**config.mk**
```make
export PLATFORM = sky130hd
export DESIGN_NAME = dma_read_issue
export DESIGN_NICKNAME = d
export VERILOG_FILES = /design/src/hdl/wqe_fetch_pkg.sv /design/src/hdl/dma_read_issue.sv
export VERILOG_INCLUDE_DIRS = /design/src /design/src/hdl
export SDC_FILE = /design/constraint.sdc
export NUM_CORES = 1
export LEC_CHECK = 0
export ABC_AREA = 1
export BUFFER_PORTS_ARGS = -buffer_cell sky130_fd_sc_hd__buf_2
export CAP_MARGIN = 10
export CORE_MARGIN = 2
export CORE_UTILIZATION = 29
export DETAILED_ROUTE_END_ITERATION = 8
export PLACE_DENSITY = 0.86
export SYNTH_ARGS = -nofsm -noshare
export SYNTH_HDL_FRONTEND = slang
export SYNTH_SLANG_ARGS = --single-unit
```
**constraint.sdc**
```tcl
create_clock -name clk -period 2 [get_ports clk]
set_clock_uncertainty 0.2 [all_clocks]
set_input_delay 0.1 -clock clk [delete_from_list [all_inputs] [get_ports clk]]
set_output_delay 0.1 -clock clk [all_outputs]
set_load 0.03 [all_outputs]
```
**src/hdl/wqe_fetch_settings.svh**
```systemverilog
/*
 * WQE fetch unit geometry
 * segment width, cache shape, queue-pair and DMA field sizes
 */
`ifndef WQE_FETCH_SETTINGS_SVH
`define WQE_FETCH_SETTINGS_SVH

// one 16-byte WQE segment
`define WQE_SEG_W       128

// cache geometry as log2 of cells and of slots per cell
`define CELL_NUM_LOG    4
`define SLOT_NUM_LOG    4

`define QPN_W           8
`define DMA_ADDR_W      32
`define SEG_CNT_W       8

// WQE size field inside the first segment
`define SEG_CNT_LSB     70

// derived widths
`define CELL_TAG_W      (`QPN_W - `CELL_NUM_LOG)
`define BUF_ADDR_W      (`CELL_NUM_LOG + `SLOT_NUM_LOG)

`endif

```
**src/hdl/wqe_fetch_pkg.sv**
```systemverilog
/*
 * WQE fetch types
 * vector types, stream records and the controller state encoding
 */
`include "wqe_fetch_settings.svh"

package wqe_fetch_pkg;

    typedef logic [`WQE_SEG_W-1:0]  wqe_seg_t;
    typedef logic [`QPN_W-1:0]      qpn_t;
    typedef logic [`CELL_NUM_LOG-1:0] cell_idx_t;
    typedef logic [`CELL_TAG_W-1:0] cell_tag_t;
    typedef logic [`BUF_ADDR_W-1:0] buf_addr_t;
    typedef logic [`SEG_CNT_W-1:0]  seg_cnt_t;
    typedef logic [`DMA_ADDR_W-1:0] dma_addr_t;

    // one host memory region of the send queue
    typedef struct packed {
        logic      valid;
        seg_cnt_t  seg_cnt;
        dma_addr_t addr;
    } region_t;

    typedef struct packed {
        qpn_t    qpn;
        region_t region0;
        region_t region1;
    } sq_meta_t;

    typedef struct packed {
        dma_addr_t addr;
        seg_cnt_t  seg_cnt;
    } dma_req_t;

    typedef struct packed {
        wqe_seg_t seg;
        logic     last;
    } dma_rsp_t;

    typedef struct packed {
        qpn_t     qpn;
        wqe_seg_t seg;
        logic     start;
        logic     last;
    } wqe_out_t;

    typedef enum logic [2:0] {
        st_idle,
        st_judge,
        st_dma_req,
        st_dma_rsp,
        st_fetch
    } fetch_state_t;

endpackage

```
**src/hdl/dma_read_issue.sv**
```systemverilog
/*
 * DMA read issuer
 * sends one read request per valid region, region 0 first
 */
module dma_read_issue (
    input  logic                    clk,
    input  logic                    rst,
    input  logic                    issue_start,
    input  wqe_fetch_pkg::region_t  region0,
    input  wqe_fetch_pkg::region_t  region1,
    output logic                    issue_done,
    output wqe_fetch_pkg::dma_req_t dma_req,
    output logic                    dma_req_valid,
    input  logic                    dma_req_ready
);

    logic busy;
    logic sel;
    logic req_fire;

    assign req_fire = dma_req_valid && dma_req_ready;

    // selected region drives the request
    assign dma_req_valid   = busy;
    assign dma_req.addr    = sel ? region1.addr : region0.addr;
    assign dma_req.seg_cnt = sel ? region1.seg_cnt : region0.seg_cnt;

    always_ff @(posedge clk or posedge rst) begin
        if (rst) begin
            busy       <= 1'b0;
            sel        <= 1'b0;
            issue_done <= 1'b0;
        end else begin
            issue_done <= 1'b0;
            if (issue_start) begin
                // skip region 0 when it is absent
                busy       <= region0.valid || region1.valid;
                sel        <= !region0.valid;
                issue_done <= !(region0.valid || region1.valid);
            end else if (req_fire) begin
                if (!sel && region1.valid) begin
                    sel <= 1'b1;
                end else begin
                    busy       <= 1'b0;
                    issue_done <= 1'b1;
                end
            end
        end
    end

    // regions come straight from the controller latch, so a stalled request must hold
    assert property (@(posedge clk) disable iff (rst)
        dma_req_valid && !dma_req_ready |=> dma_req_valid && $stable(dma_req));

endmodule

```
==> results.md <==
* Status: completed
* Most numerous cell on the critical path: nand2_1
* Number of CTS-inserted buffers at 3
* Top-area cell type share of the netlist area at 60.6%
* Crit path from: sel
* Setup TNS at 0 ps
* Share of cells above drive strength 1 at 50.7%
* CTS clk-pin slew, worst paths at 40 ps
* WP buf/inv at 2
* Quantity of I/O buffers inserted on ports at 127
* Post CTS Setup Buffer Count at 0
* CTS H-tree lvls at 1
* DRT Wirelength at 2780 um
* RSZ-0062 raised after global routing: no
* CP delay by family, top: flip-flops
* Area of the die at 0.00294 sq mm
* Seq cells post-synth at 3
* DP HPWL at 2210 um
* Worst vdd ir at 0.595 mV
* Crit path depth at 4
* Type of origin of the critical path: register
* PwrDens at 515 mW/mm^2
* Clk_lat worst skew at 220 ps
* Reg2reg setup slack at 330 ps
* Clock buffer depth at 2
* Area of the multi-input gates at 539 sq um
* Final Max Slew Viols at 0
* Root buf cell: clkbuf_4
* Worst-path cell chain: buf_4 > nand2_1 > nand2_1 > buf_2
* Critical path endpoint: dma_req[5]
* Leakage Power at 0.00101 uW
* Number of flops mapped to enable cells by yosys at 0
* Fin crit period at 1760 ps
* Row count at 18
* Max Cap Violations at 0
* Synth warnings at 0
* IO Pins at 128
* Setup violators final at 0
* Seq/Total Area, Yosys at 10.3%
* Vias per Instance at 4.13
* Diodes inserted at 0
* Hold_ws at 30.9 ps
* Synth top area cells: nand2_1 (61%), dfrtp_1 (10%), nand2_2 (8.6%), buf_6 (6.2%), buf_4 (4.1%)
* Worst setup EP type: output pin
* Yosys cell types at 12
* Via Count at 1,290
* Area leader, netlist: nand2_1
* F_max at 568 MHz
* Wire length per cell at 8.89 um
* First-pass GRT wire length at 3740 um
* GRT Residual Overflow at 0
* Layout overhead on the synthesized area at 93.7%
* Core ar. at 0.00243 sq mm
* FF-to-FF path depth at 3
* Relative slew slack at 70.0%
* FF+latch area at 75.1 sq um
* Syn Area/Cell at 4.81 sq um
* CP Class: reg2out
* Primary FF master, synth: dfrtp_1
* Final #Nets at 369
* Critical Path Max Stage Delay at 610 ps
* Fin crit share at 88.0%
* Syn nets at 238
* Post-Synthesis Cell Area at 731 sq um
* Initial antenna violation count at 0
* Final Hold Vio Count at 0
* Reg2reg start: sel
* GP Congestion at 0.745
* R2r endpoint: issue_done
* Die width at 54.2 um
* CP Data Arrival Time at 1460 ps
* Worst hold path type: in2reg
* Die H at 54.2 um
* Crit-path slowest cell: dfrtp_1
* Req. time, crit path at 1700 ps
* Top cells by count, synth: nand2_1 (118), nand2_2 (10), buf_4 (4), buf_6 (4), inv_1 (4)
* Drc violations at 0
* Critical Path Fanout Max at 17
* Initial DRC count at 10
* Initial DRT Pass Iterations at 4
* CTS sink cnt at 3
* Overall routing resource usage at 16.4%
* Count leader, synth: nand2_1
* Initial core utilization at 30.0%
* Antenna-violating nets left at 0
* Slew of the pin with the lowest slew margin at 449 ps
* Fill cells at 258
* Maximum number of pins on one net before global-route repair at 43
* CTS tree: yes
* Async SR Flop Fraction at 100%
* Vias in the first global route at 975
* Mapped Cells at 152
-- repair_timing --
item	in CTS	in global routing
hold buffers	6	0
hold endpoints to repair	6	0
resized for setup	0	0
-- stage by stage --
step	power, uW	std cells	util (%)	setup WS [ps]	cell area, sq um
4_1_cts	738	312	58.2	208	1420
6_report	729	312	58.2	240	1420
5_1_grt	793	312	58.2	116	1420
3_3_place_gp	615	302	54.6	469	1330
2_1_floorplan	455	152	-	769	731
3_5_place_dp	620	302	54.6	456	1330
-- metal layers --
| metal | up-vias | routed length, um | track usage (%) |
|---|---|---|---|
| met1 | 533 | 1030 | 17.0 |
| met4 | 0 | 22 | 4.17 |
| li1 | 708 | - | - |
| met2 | 45 | 1510 | 33.7 |
| met5 | - | 0 | 0 |
| met3 | 4 | 212 | 1.67 |
-- cells in the final DEF (no fill, tap or decap), drive strengths merged --
cell / instances
nand3: 3
o21ai: 2
nand2: 128
buf: 129
nor2: 1
a21oi: 1
dfrtp: 3
clkbuf: 4
dlygate4sd3: 6
inv: 5
-- worst min path at each step --
stage                      from            end  slack, ps  cells past startpoint
finish              region1[40]  dma_req_valid         30                      5
global route        region1[40]  dma_req_valid         80                      5
CTS                 region1[40]  dma_req_valid         20                      5
detailed placement          rst     issue_done       -230                      2
global placement            rst     issue_done       -230                      2
floorplan                   rst  dma_req_valid       -350                      1
-- sequential cells by signal (all words and copies together), names as in the netlist --
signal	flops
dma_req_valid	1
sel	1
issue_done	1
-- power by group --
| group | leakage [uW] | internal [uW] | switching, uW |
|---|---|---|---|
| clock network | 0.0000150 | 74.5 | 27.0 |
| registers | 0.0000367 | 66.8 | 11.0 |
| logic | 0.000960 | 188 | 362 |
| total | 0.00101 | 329 | 400 |
-- worst min-delay path: cells and delay by family --
family | cells | cell delay (ps)
AND/OR/NAND/NOR | 4 | 220
buffers and inverters | 1 | 90
-- cell type report --
class                           instances  area share, %
Clock buffer                            4           1.86
Multi-Input combinational cell        135           38.1
Sequential cell                         3           5.31
Inverter                                5           1.86
Tap cell                               30           2.65
Timing Repair Buffer                  135           50.2
-- cells by family (layout without fill, tap and decap cells) --
| kind of cell | count (synthesis) | after routing | synth area share [%] |
|---|---|---|---|
| buffers and inverters | 14 | 144 | 15.9 |
| flip-flops | 3 | 3 | 10.3 |
| AO/OA/AOI/OAI | 3 | 3 | 2.05 |
| AND/OR/NAND/NOR | 132 | 132 | 71.7 |
Note: power is estimated with default switching activity, not from simulation.
