<file path="config.mk">
export PLATFORM = sky130hd
export DESIGN_NAME = fetch_ctrl
export DESIGN_NICKNAME = d
export VERILOG_FILES = /design/src/hdl/wqe_fetch_pkg.sv /design/src/hdl/fetch_ctrl.sv
export VERILOG_INCLUDE_DIRS = /design/src /design/src/hdl
export SDC_FILE = /design/constraint.sdc
export NUM_CORES = 1
export LEC_CHECK = 0
export BUFFER_PORTS_ARGS = -buffer_cell sky130_fd_sc_hd__buf_2
export CORE_AREA = 5 5 279 281
export CTS_BUF_LIST = sky130_fd_sc_hd__clkbuf_4
export CTS_CLUSTER_DIAMETER = 40
export CTS_CLUSTER_SIZE = 24
export DETAILED_ROUTE_END_ITERATION = 10
export DIE_AREA = 0 0 284 286
export PLACE_DENSITY_LB_ADDON = 0.2
export REMOVE_ABC_BUFFERS = 1
export SKIP_LAST_GASP = 1
export SYNTH_ARGS = -nofsm -noshare
export SYNTH_HDL_FRONTEND = slang
export SYNTH_SLANG_ARGS = --single-unit
</file>
<file path="constraint.sdc">
create_clock -name clk -period 3.61 [get_ports clk]
set_clock_uncertainty 0.1 [all_clocks]
set_input_delay 0.1805 -clock clk [delete_from_list [all_inputs] [get_ports clk]]
set_output_delay 0.1805 -clock clk [all_outputs]
set_load 0.01 [all_outputs]
</file>
<file path="src/hdl/wqe_fetch_settings.svh">
/*
 * WQE fetch unit geometry
 * segment width, cache shape, queue-pair and DMA field sizes
 */
`ifndef WQE_FETCH_SETTINGS_SVH
`define WQE_FETCH_SETTINGS_SVH

// one 16-byte WQE segment
`define WQE_SEG_W       128

// cache geometry as log2 of cells and of slots per cell
`define CELL_NUM_LOG    4
`define SLOT_NUM_LOG    4

`define QPN_W           8
`define DMA_ADDR_W      32
`define SEG_CNT_W       8

// WQE size field inside the first segment
`define SEG_CNT_LSB     70

// derived widths
`define CELL_TAG_W      (`QPN_W - `CELL_NUM_LOG)
`define BUF_ADDR_W      (`CELL_NUM_LOG + `SLOT_NUM_LOG)

`endif

</file>
<file path="src/hdl/wqe_fetch_pkg.sv">
/*
 * WQE fetch types
 * vector types, stream records and the controller state encoding
 */
`include "wqe_fetch_settings.svh"

package wqe_fetch_pkg;

    typedef logic [`WQE_SEG_W-1:0]  wqe_seg_t;
    typedef logic [`QPN_W-1:0]      qpn_t;
    typedef logic [`CELL_NUM_LOG-1:0] cell_idx_t;
    typedef logic [`CELL_TAG_W-1:0] cell_tag_t;
    typedef logic [`BUF_ADDR_W-1:0] buf_addr_t;
    typedef logic [`SEG_CNT_W-1:0]  seg_cnt_t;
    typedef logic [`DMA_ADDR_W-1:0] dma_addr_t;

    // one host memory region of the send queue
    typedef struct packed {
        logic      valid;
        seg_cnt_t  seg_cnt;
        dma_addr_t addr;
    } region_t;

    typedef struct packed {
        qpn_t    qpn;
        region_t region0;
        region_t region1;
    } sq_meta_t;

    typedef struct packed {
        dma_addr_t addr;
        seg_cnt_t  seg_cnt;
    } dma_req_t;

    typedef struct packed {
        wqe_seg_t seg;
        logic     last;
    } dma_rsp_t;

    typedef struct packed {
        qpn_t     qpn;
        wqe_seg_t seg;
        logic     start;
        logic     last;
    } wqe_out_t;

    typedef enum logic [2:0] {
        st_idle,
        st_judge,
        st_dma_req,
        st_dma_rsp,
        st_fetch
    } fetch_state_t;

endpackage

</file>
<file path="src/hdl/fetch_ctrl.sv">
/*
 * fetch controller
 * judges cache hit or miss, refills the cell from DMA responses
 * and streams the WQE out of the cell with start and last framing
 */
`include "wqe_fetch_settings.svh"

module fetch_ctrl (
    input  logic                     clk,
    input  logic                     rst,
    input  wqe_fetch_pkg::sq_meta_t  meta,
    input  logic                     meta_valid,
    output logic                     meta_ready,
    input  wqe_fetch_pkg::dma_rsp_t  dma_rsp,
    input  logic                     dma_rsp_valid,
    output logic                     dma_rsp_ready,
    output wqe_fetch_pkg::wqe_out_t  wqe,
    output logic                     wqe_valid,
    input  logic                     wqe_ready,
    output logic                     issue_start,
    output wqe_fetch_pkg::region_t   region0,
    output wqe_fetch_pkg::region_t   region1,
    input  logic                     issue_done,
    output wqe_fetch_pkg::cell_idx_t own_idx,
    output wqe_fetch_pkg::cell_tag_t own_tag,
    output logic                     own_wen,
    input  logic                     hit,
    output logic                     buf_wen,
    output wqe_fetch_pkg::buf_addr_t buf_waddr,
    output wqe_fetch_pkg::wqe_seg_t  buf_wdata,
    output wqe_fetch_pkg::buf_addr_t buf_raddr,
    input  wqe_fetch_pkg::wqe_seg_t  buf_rdata
);

    wqe_fetch_pkg::fetch_state_t state;
    wqe_fetch_pkg::fetch_state_t state_nxt;
    wqe_fetch_pkg::sq_meta_t     meta_q;
    wqe_fetch_pkg::seg_cnt_t     refill_total;
    wqe_fetch_pkg::seg_cnt_t     wr_cnt;
    wqe_fetch_pkg::seg_cnt_t     wqe_total;
    logic [`SLOT_NUM_LOG-1:0]    rd_slot;
    logic [`SLOT_NUM_LOG-1:0]    rd_slot_nxt;
    logic                        judge_ph;
    logic                        judge_done;
    logic                        meta_fire;
    logic                        rsp_fire;
    logic                        wqe_fire;
    logic                        refill_last;
    logic                        beat_last;

    assign meta_ready    = (state == wqe_fetch_pkg::st_idle);
    assign dma_rsp_ready = (state == wqe_fetch_pkg::st_dma_rsp);
    assign wqe_valid     = (state == wqe_fetch_pkg::st_fetch);

    assign meta_fire = meta_valid && meta_ready;
    assign rsp_fire  = dma_rsp_valid && dma_rsp_ready;
    assign wqe_fire  = wqe_valid && wqe_ready;

    // owner lookup and buffer read both need a cycle after the meta latch
    assign judge_done  = (state == wqe_fetch_pkg::st_judge) && judge_ph;
    assign refill_last = (wr_cnt == refill_total - 1'b1);
    assign beat_last   = (wqe_fetch_pkg::seg_cnt_t'(rd_slot) + wqe_fetch_pkg::seg_cnt_t'(1))
                         == wqe_total;

    always_comb begin
        state_nxt = state;
        case (state)
            wqe_fetch_pkg::st_idle:
                if (meta_fire) state_nxt = wqe_fetch_pkg::st_judge;
            wqe_fetch_pkg::st_judge:
                if (judge_done) begin
                    state_nxt = hit ? wqe_fetch_pkg::st_fetch : wqe_fetch_pkg::st_dma_req;
                end
            wqe_fetch_pkg::st_dma_req:
                if (issue_done) state_nxt = wqe_fetch_pkg::st_dma_rsp;
            wqe_fetch_pkg::st_dma_rsp:
                if (rsp_fire && refill_last) state_nxt = wqe_fetch_pkg::st_fetch;
            wqe_fetch_pkg::st_fetch:
                if (wqe_fire && beat_last) state_nxt = wqe_fetch_pkg::st_idle;
            default:
                state_nxt = wqe_fetch_pkg::st_idle;
        endcase
    end

    always_ff @(posedge clk or posedge rst) begin
        if (rst) begin
            state    <= wqe_fetch_pkg::st_idle;
            judge_ph <= 1'b0;
            wr_cnt   <= '0;
            rd_slot  <= '0;
        end else begin
            state    <= state_nxt;
            judge_ph <= (state == wqe_fetch_pkg::st_judge) && !judge_ph;
            rd_slot  <= rd_slot_nxt;
            if (state != wqe_fetch_pkg::st_dma_rsp) begin
                wr_cnt <= '0;
            end else if (rsp_fire) begin
                wr_cnt <= wr_cnt + 1'b1;
            end
        end
    end

    // metadata and refill length held for the whole fetch
    always_ff @(posedge clk) begin
        if (meta_fire) begin
            meta_q       <= meta;
            refill_total <= (meta.region0.valid ? meta.region0.seg_cnt : '0)
                          + (meta.region1.valid ? meta.region1.seg_cnt : '0);
        end
    end

    // size field of slot 0, from the cache on a hit or from the first response beat
    always_ff @(posedge clk) begin
        if (judge_done) begin
            wqe_total <= buf_rdata[`SEG_CNT_LSB +: `SEG_CNT_W];
        end else if (rsp_fire && wr_cnt == '0) begin
            wqe_total <= dma_rsp.seg[`SEG_CNT_LSB +: `SEG_CNT_W];
        end
    end

    assign issue_start = judge_done && !hit;
    assign region0     = meta_q.region0;
    assign region1     = meta_q.region1;

    assign own_idx = meta_q.qpn[`CELL_NUM_LOG-1:0];
    assign own_tag = meta_q.qpn[`QPN_W-1:`CELL_NUM_LOG];
    // cell becomes ours together with its final segment
    assign own_wen = rsp_fire && refill_last;

    assign buf_wen   = rsp_fire;
    assign buf_waddr = {own_idx, wr_cnt[`SLOT_NUM_LOG-1:0]};
    assign buf_wdata = dma_rsp.seg;

    // read pointer sits on slot 0 until the fetch, then moves per accepted beat
    always_comb begin
        if (state != wqe_fetch_pkg::st_fetch) begin
            rd_slot_nxt = '0;
        end else if (wqe_fire) begin
            rd_slot_nxt = beat_last ? '0 : rd_slot + 1'b1;
        end else begin
            rd_slot_nxt = rd_slot;
        end
    end

    assign buf_raddr = {own_idx, rd_slot_nxt};

    assign wqe.qpn   = meta_q.qpn;
    assign wqe.seg   = buf_rdata;
    assign wqe.start = (rd_slot == '0);
    assign wqe.last  = beat_last;

    // beat and framing stay put while the sink stalls
    assert property (@(posedge clk) disable iff (rst)
        wqe_valid && !wqe_ready |=> wqe_valid && $stable(wqe));

    // a refill has to fit in one cell or its slot number wraps onto slot 0
    assert property (@(posedge clk) disable iff (rst)
        buf_wen |-> refill_total != '0 && refill_total <= (1 << `SLOT_NUM_LOG));

endmodule

</file>
==> flow_summary.yaml, run 1 <==
outcome:
  outcome: "finished, final reports clean"
routing:
  via_per_inst: 3.04
  wl_per_cell_um: 55.4
  drtIter0Drc: 302
  vias: 5353
  routed_wl_um: 97500
  first_pass_iters: 4
  ant_nets: 0
  drc: 0
synth:
  synth_edf_count: 106
  yosys_most_used_dff: "edfxtp_1"
  yosysSeqAreaShare_pct: 50.7
  synth_most_common_cell: "buf_4"
  synth_area_leaders: "edfxtp_1, buf_4, dfrtp_1"
  ys_types: 52
  synth_area_mm2: 0.00706
  yosys-top-cells-count: "buf_4, edfxtp_1, nand2_1"
  yosys.area.top_type: "edfxtp_1"
  synthAdderAreaFrac_pct: 2.41
  synth_top_family_by_area: "buffers and inverters"
  synthMuxAreaShare_pct: 0.425
  ys_ff_latch: 122
  synth_compound_area_share_pct: 3.51
  synthArstFlopShare_pct: 13.1
  syn_inst: 614
  post-synth-top-area-fraction_pct: 45.1
  synth_xor_area_share_pct: 2.85
  ys_warn_count: 0
  avgSynthCellArea_um2: 11.5
  synth-simple-area-share_pct: 8.86
die:
  initial_core_util_pct: 9.39
  die_h_um: 286
  die-area_mm2: 0.0812
  die_w_um: 284
  core_mm2: 0.0752
  std_cell_rows: 101
  ios: 732
worst_setup_path:
  required_ns: 3.33
  cp_max_fo: 5
  r2r_cells: 7
  slowest_stage: "edfxtp_1"
  crit_chain: "inv_1, ha_1, or3b_1, nor3_1, xnor2_1, a2111oi_4, buf_2"
  crit_cells: 7
  worstSetupEndpointType: "output pin"
  cp_data_arrival_time_ns: 2.94
  crit_buf_inv: 2
  start_kind: "flip-flop"
  ff2ff_setup_slack_ns: 1.21
  critPathMaxStageDelay_ns: 0.51
  cp_top_family: "simple AND/OR/NAND/NOR gates"
  critPathKind: "flip-flop to output pin"
power:
  powerDensity_mw_per_mm2: 400
  p_total_mw: 3.74
  vdd_ir_drop_max_uv: 237
  leakagePower_nw: 3.62
final_layout:
  layout-drive-gt1-share_pct: 38.2
  nNetsFinal: 1131
  area_delta_synth_final_pct: 32.5
  final_util_pct: 12.4
  fin_cells: 1760
worst_hold_path:
  hp-class: "input pin to asynchronous set/reset pin"
flow_run:
  cap_violations: 0
clock_network:
  postCtsSetupBuffers: 0
  cts_root_buffer: "clkbuf_4"
  clock_latency_ns: 0.68
  cts_buffers: 17
  cts_max_level: 4
  tritoncts: "built"
  cts-resized-gates: 0
  hold_buffers: 159
  clkSlewWorstSetupHoldPaths_ns: 0.14
  cts_buffer_depth: 2
  cts.sinks: 122
global_routing:
  antenna_found_initial: 5
  grt_overflow: 0
  grt_pass1_wl_um: 111000
  grt_pass1_vias: 5368
  grt_usage_pct: 23.3
  grt_max_degree: 36
sta:
  max_slew_margin_pct: 51.4
  min_period_over_period_pct: 89.2
  hold_viol: 0
  rsz0062_at_grt: "no"
  setup_viol: 0
  holdWs_ns: 0.0817
  fin_crit_ns: 3.22
  worst_pin_slew_ns: 0.728
  setup-tns-final_ns: 0
  fmax_ghz: 0.311
  slew_viol_final: 0
placed_design:
  dpl.cell_count: 1564
  gp_congestion: 0.944
  place_hpwl_um: 90900
  io_buffers: 250
## state kept, by name (all words and copies together) (netlist names)
register,flops
wr_cnt,8
judge_ph,1
own_tag,4
refill_total,8
wqe_total,8
region1,41
state,3
buf_raddr,4
region0,41
rd_slot,4
## final timing paths
check	start	endpoint
worst max-delay path	refill_total[0]	own_wen
worst min register to register	judge_ph	judge_ph
worst min-delay path	rst	rd_slot[2]
min in group clk	meta[55]	region0[14]
worst max register to register	refill_total[0]	state[1]
max in group asynchronous	rst	wr_cnt[6]
## per-layer routing
metal  track usage (%)  part of all wire [%]
met4              4.43                   1.9
met2              37.8                    45
met5              7.62                  0.87
met1              10.5                    16
met3              39.7                    35
## metrics by stage
step                setup slack (ns)  cell area (um2)
global placement                1.10             7460
floorplan                     -0.137             4930
global route                   0.145             9360
CTS                            0.254             9350
detailed placement              1.12             7460
finish                         0.391             9360
## cell families (layout without fill, tap and decap cells)
| kind of cell | Yosys count | in the layout |
|---|---|---|
| XOR/XNOR | 23 | 23 |
| adder cells (fa/ha/maj) | 13 | 13 |
| multiplexers | 3 | 3 |
| flip-flops | 122 | 122 |
| buffers and inverters | 303 | 466 |
| AO/OA/AOI/OAI | 31 | 31 |
| other | 0 | 5 |
| AND/OR/NAND/NOR | 119 | 119 |
## placed cells by master, fill, tap and decap left out, types with 3 or more instances in the layout
| cell type | synthesis | routed |
|---|---|---|
| buf_2 | 0 | 250 |
| dlygate4sd3_1 | 0 | 159 |
| edfxtp_1 | 106 | 106 |
| nand2_1 | 37 | 37 |
| nor2_1 | 23 | 23 |
| inv_1 | 20 | 20 |
| clkbuf_4 | 0 | 18 |
| dfrtp_1 | 16 | 16 |
| and2_1 | 14 | 13 |
| xnor2_1 | 12 | 12 |
| ha_1 | 12 | 12 |
| xor2_1 | 11 | 11 |
| nand3_1 | 8 | 8 |
| nand4_1 | 7 | 7 |
| a21oi_1 | 6 | 6 |
| nor3_1 | 6 | 6 |
| inv_6 | 0 | 6 |
| diode_2 | 0 | 5 |
| o21ai_0 | 5 | 5 |
| buf_4 | 277 | 4 |
| mux2i_1 | 3 | 3 |
| nand2b_1 | 3 | 3 |
## area by class of cell
| class | count | area [um2] |
|---|---|---|
| Fill cell | 8538 | 65800 |
| Sequential cell | 122 | 3580 |
| Timing Repair Buffer | 414 | 2890 |
| Multi-Input combinational cell | 189 | 1280 |
| Tap cell | 978 | 1220 |
| Clock inverter | 14 | 159 |
| Clock buffer | 18 | 135 |
| Inverter | 20 | 75.1 |
| Antenna cell | 5 | 12.5 |
## where the power goes
group / internal, mW / total [mW] / switching, mW / leakage [nW]
Sequential: 1.70 / 1.80 / 0.107 / 1.17
Clock: 0.435 / 1.15 / 0.716 / 0.161
Combinational: 0.366 / 0.788 / 0.421 / 2.28
Total: 2.50 / 3.74 / 1.24 / 3.62
## worst min-delay path, delay by kind of cell
| kind | cells | cell delay, ns |
|---|---|---|
| buffers and inverters | 3 | 1.21 |
Note: power is estimated with default switching activity, not from simulation.
==> run 2: changes to the inputs <==
--- a/config.mk
+++ b/config.mk
@@ -7,12 +7,12 @@
 export NUM_CORES = 1
 export LEC_CHECK = 0
 export BUFFER_PORTS_ARGS = -buffer_cell sky130_fd_sc_hd__buf_2
-export CORE_AREA = 5 5 279 281
+export CORE_AREA = 5 5 285 287
 export CTS_BUF_LIST = sky130_fd_sc_hd__clkbuf_4
 export CTS_CLUSTER_DIAMETER = 40
 export CTS_CLUSTER_SIZE = 24
 export DETAILED_ROUTE_END_ITERATION = 10
-export DIE_AREA = 0 0 284 286
+export DIE_AREA = 0 0 290 292
 export PLACE_DENSITY_LB_ADDON = 0.2
 export REMOVE_ABC_BUFFERS = 1
 export SKIP_LAST_GASP = 1
==> constraint.sdc (replaced) <==
create_clock -name clk -period 3.8 [get_ports clk]
set_clock_uncertainty 0.1 [all_clocks]
set_input_delay 0.19 -clock clk [delete_from_list [all_inputs] [get_ports clk]]
set_output_delay 0.19 -clock clk [all_outputs]
set_load 0.01 [all_outputs]
==> run 2 against run 1 <==
  * Utilization down 0.93 points
  * Hold slack better by 0.038 ns
  * Count of clock-buffer cells in the layout shrank 1
  * Clock power is 18% lower
  * Worst setup slack gained 0.21 ns
  * Via count is 3.1% lower
  * Die area up 4.3%
  * Sequential share of layout area up 1.4 points
  * Combinational power is 13% lower
  * Sequential power fell by 5%
  * Routed wire length down 11%
  * Cell area fell by 3.6%
==> flow_summary.yaml, run 2 (synthesis results as in run 1) <==
worst_setup_path:
  worstSetupEndpointType: "output pin"
  required_ns: 3.51
  cp_data_arrival_time_ns: 2.90
  start_kind: "flip-flop"
  critPathKind: "flip-flop to output pin"
  cp_max_fo: 5
die:
  std_cell_rows: 103
  core_mm2: 0.0784
  die-area_mm2: 0.0847
  ios: 732
  die_h_um: 292
  die_w_um: 290
  initial_core_util_pct: 9.01
final_layout:
  layout-drive-gt1-share_pct: 40.1
  nNetsFinal: 1094
  multi_input_area_mm2: 0.00128
  regArea_mm2: 0.00358
  layout_common_cells: "buf_2, dlygate4sd3_1, edfxtp_1"
  final_util_pct: 11.5
  final_common_cell: "buf_2"
  fill_cells: 9068
  area_delta_synth_final_pct: 27.8
power:
  powerDensity_mw_per_mm2: 370
  clock_power_share_pct: 28.2
  leakagePower_nw: 3.43
  p_sw_share_pct: 34.1
  p_sw_mw: 1.14
  p_int_mw: 2.20
  vdd_ir_drop_max_uv: 149
  seqPwrFrac_pct: 51.4
  combPwrFrac_pct: 20.5
global_routing:
  antenna_found_initial: 5
  grtUsageMet2_pct: 27.0
  grt.busiest_layer: "met3"
  grt_usage_pct: 19.8
  grt_pass1_vias: 5336
  met3_usage_pct: 38.7
  grt_overflow: 0
  gr-usage-met1_pct: 10.4
  grt_max_degree: 43
  grt_pass1_wl_um: 100000
clock_network:
  cts_buffer_depth: 2
  clkSlewWorstSetupHoldPaths_ns: 0.15
  cts.sinks: 122
  tritoncts: "built"
  cts_root_buffer: "clkbuf_4"
  cts_max_level: 4
  cts_buffers: 17
  clock_latency_ns: 0.67
placed_design:
  gp_congestion: 0.928
  dp_slack_ns: 1.28
  io_buffers: 250
  place_hpwl_um: 78900
sta:
  setup_slack_ns: 0.606
  rsz0062_at_grt: "no"
  min_period_over_period_pct: 84.1
  max_slew_margin_pct: 46.9
  setup-tns-final_ns: 0
  fin_crit_ns: 3.19
  worst_pin_slew_ns: 0.796
  fmax_ghz: 0.313
  slew_viol_final: 0
  setup_viol: 0
  hold_viol: 0
routing:
  first_pass_iters: 4
  via_per_inst: 2.89
  ant_nets: 0
  drtIter0Drc: 252
  wl_per_cell_um: 48.2
  routed_wl_um: 86300
  vias: 5187
  drc: 0
flow_run:
  cap_violations: 0
worst_hold_path:
  hp-class: "input pin to asynchronous set/reset pin"
outcome:
  outcome: "finished, final reports clean"
[run 2: path summary, 6_finish.rpt]
check | startpoint | end | slack [ns] | cells past startpoint
min in group clk | meta[58] | region0[17] | 0.13 | 2
min | rst | state[1] | 0.12 | 3
min reg2reg | judge_ph | judge_ph | 0.42 | 1
max in group asynchronous | rst | rd_slot[1] | 2.95 | 3
max reg2reg | refill_total[0] | state[0] | 1.39 | 7
max | refill_total[0] | own_wen | 0.61 | 7
[run 2: timing repair]
item | in CTS | in global routing
hold endpoints to repair | 152 | 0
resized for setup | 0 | 0
buffers inserted | 0 | 0
setup endpoints to repair | 0 | 0
hold buffers | 122 | 0
[run 2: final cells by class]
| class | instances | area share [%] |
|---|---|---|
| tap | 1050 | 14.6 |
| sequential | 122 | 39.7 |
| inverter | 20 | 0.832 |
| antenna | 4 | 0.111 |
| clock inverter | 14 | 1.29 |
| timing repair buffer | 377 | 27.9 |
| multi-input combinational | 189 | 14.2 |
| clock buffer | 17 | 1.41 |
[run 2: metrics by stage]
stage / instances / power [mW] / hold WS, ns / area, um2
3_3_place_gp: 1636 / 2.34 / 0.266 / 7550
2_1_floorplan: 331 / 2.00 / 0.00374 / 4930
6_report: 1793 / 3.34 / 0.119 / 9030
4_1_cts: 1789 / 3.45 / 0.00192 / 9020
3_5_place_dp: 1636 / 2.34 / 0.268 / 7550
5_1_grt: 1790 / 3.57 / 0.0302 / 9020
[run 2: worst max-delay path, stage by stage (launching register included)]
cell       delay [ns]
edfxtp_1         0.52
inv_1            0.10
ha_1             0.18
or3b_1           0.38
nor3_1           0.20
xnor2_1          0.13
a2111oi_4        0.49
buf_2            0.24
[run 2: power groups by stage]
stage | Clock, mW | Combinational (mW) | Sequential, mW
after floorplan | 0 | 0.232 | 1.77
after global placement | 0 | 0.595 | 1.74
after detailed placement | 0 | 0.592 | 1.74
after CTS | 1.02 | 0.704 | 1.72
after global routing | 1.09 | 0.755 | 1.73
final | 0.940 | 0.683 | 1.71
[run 2: metal layers]
layer	vias to the layer above	wire (um)
met4	18	715
li1	2018	-
met5	-	787
met2	922	33600
met1	2177	16200
met3	52	35100
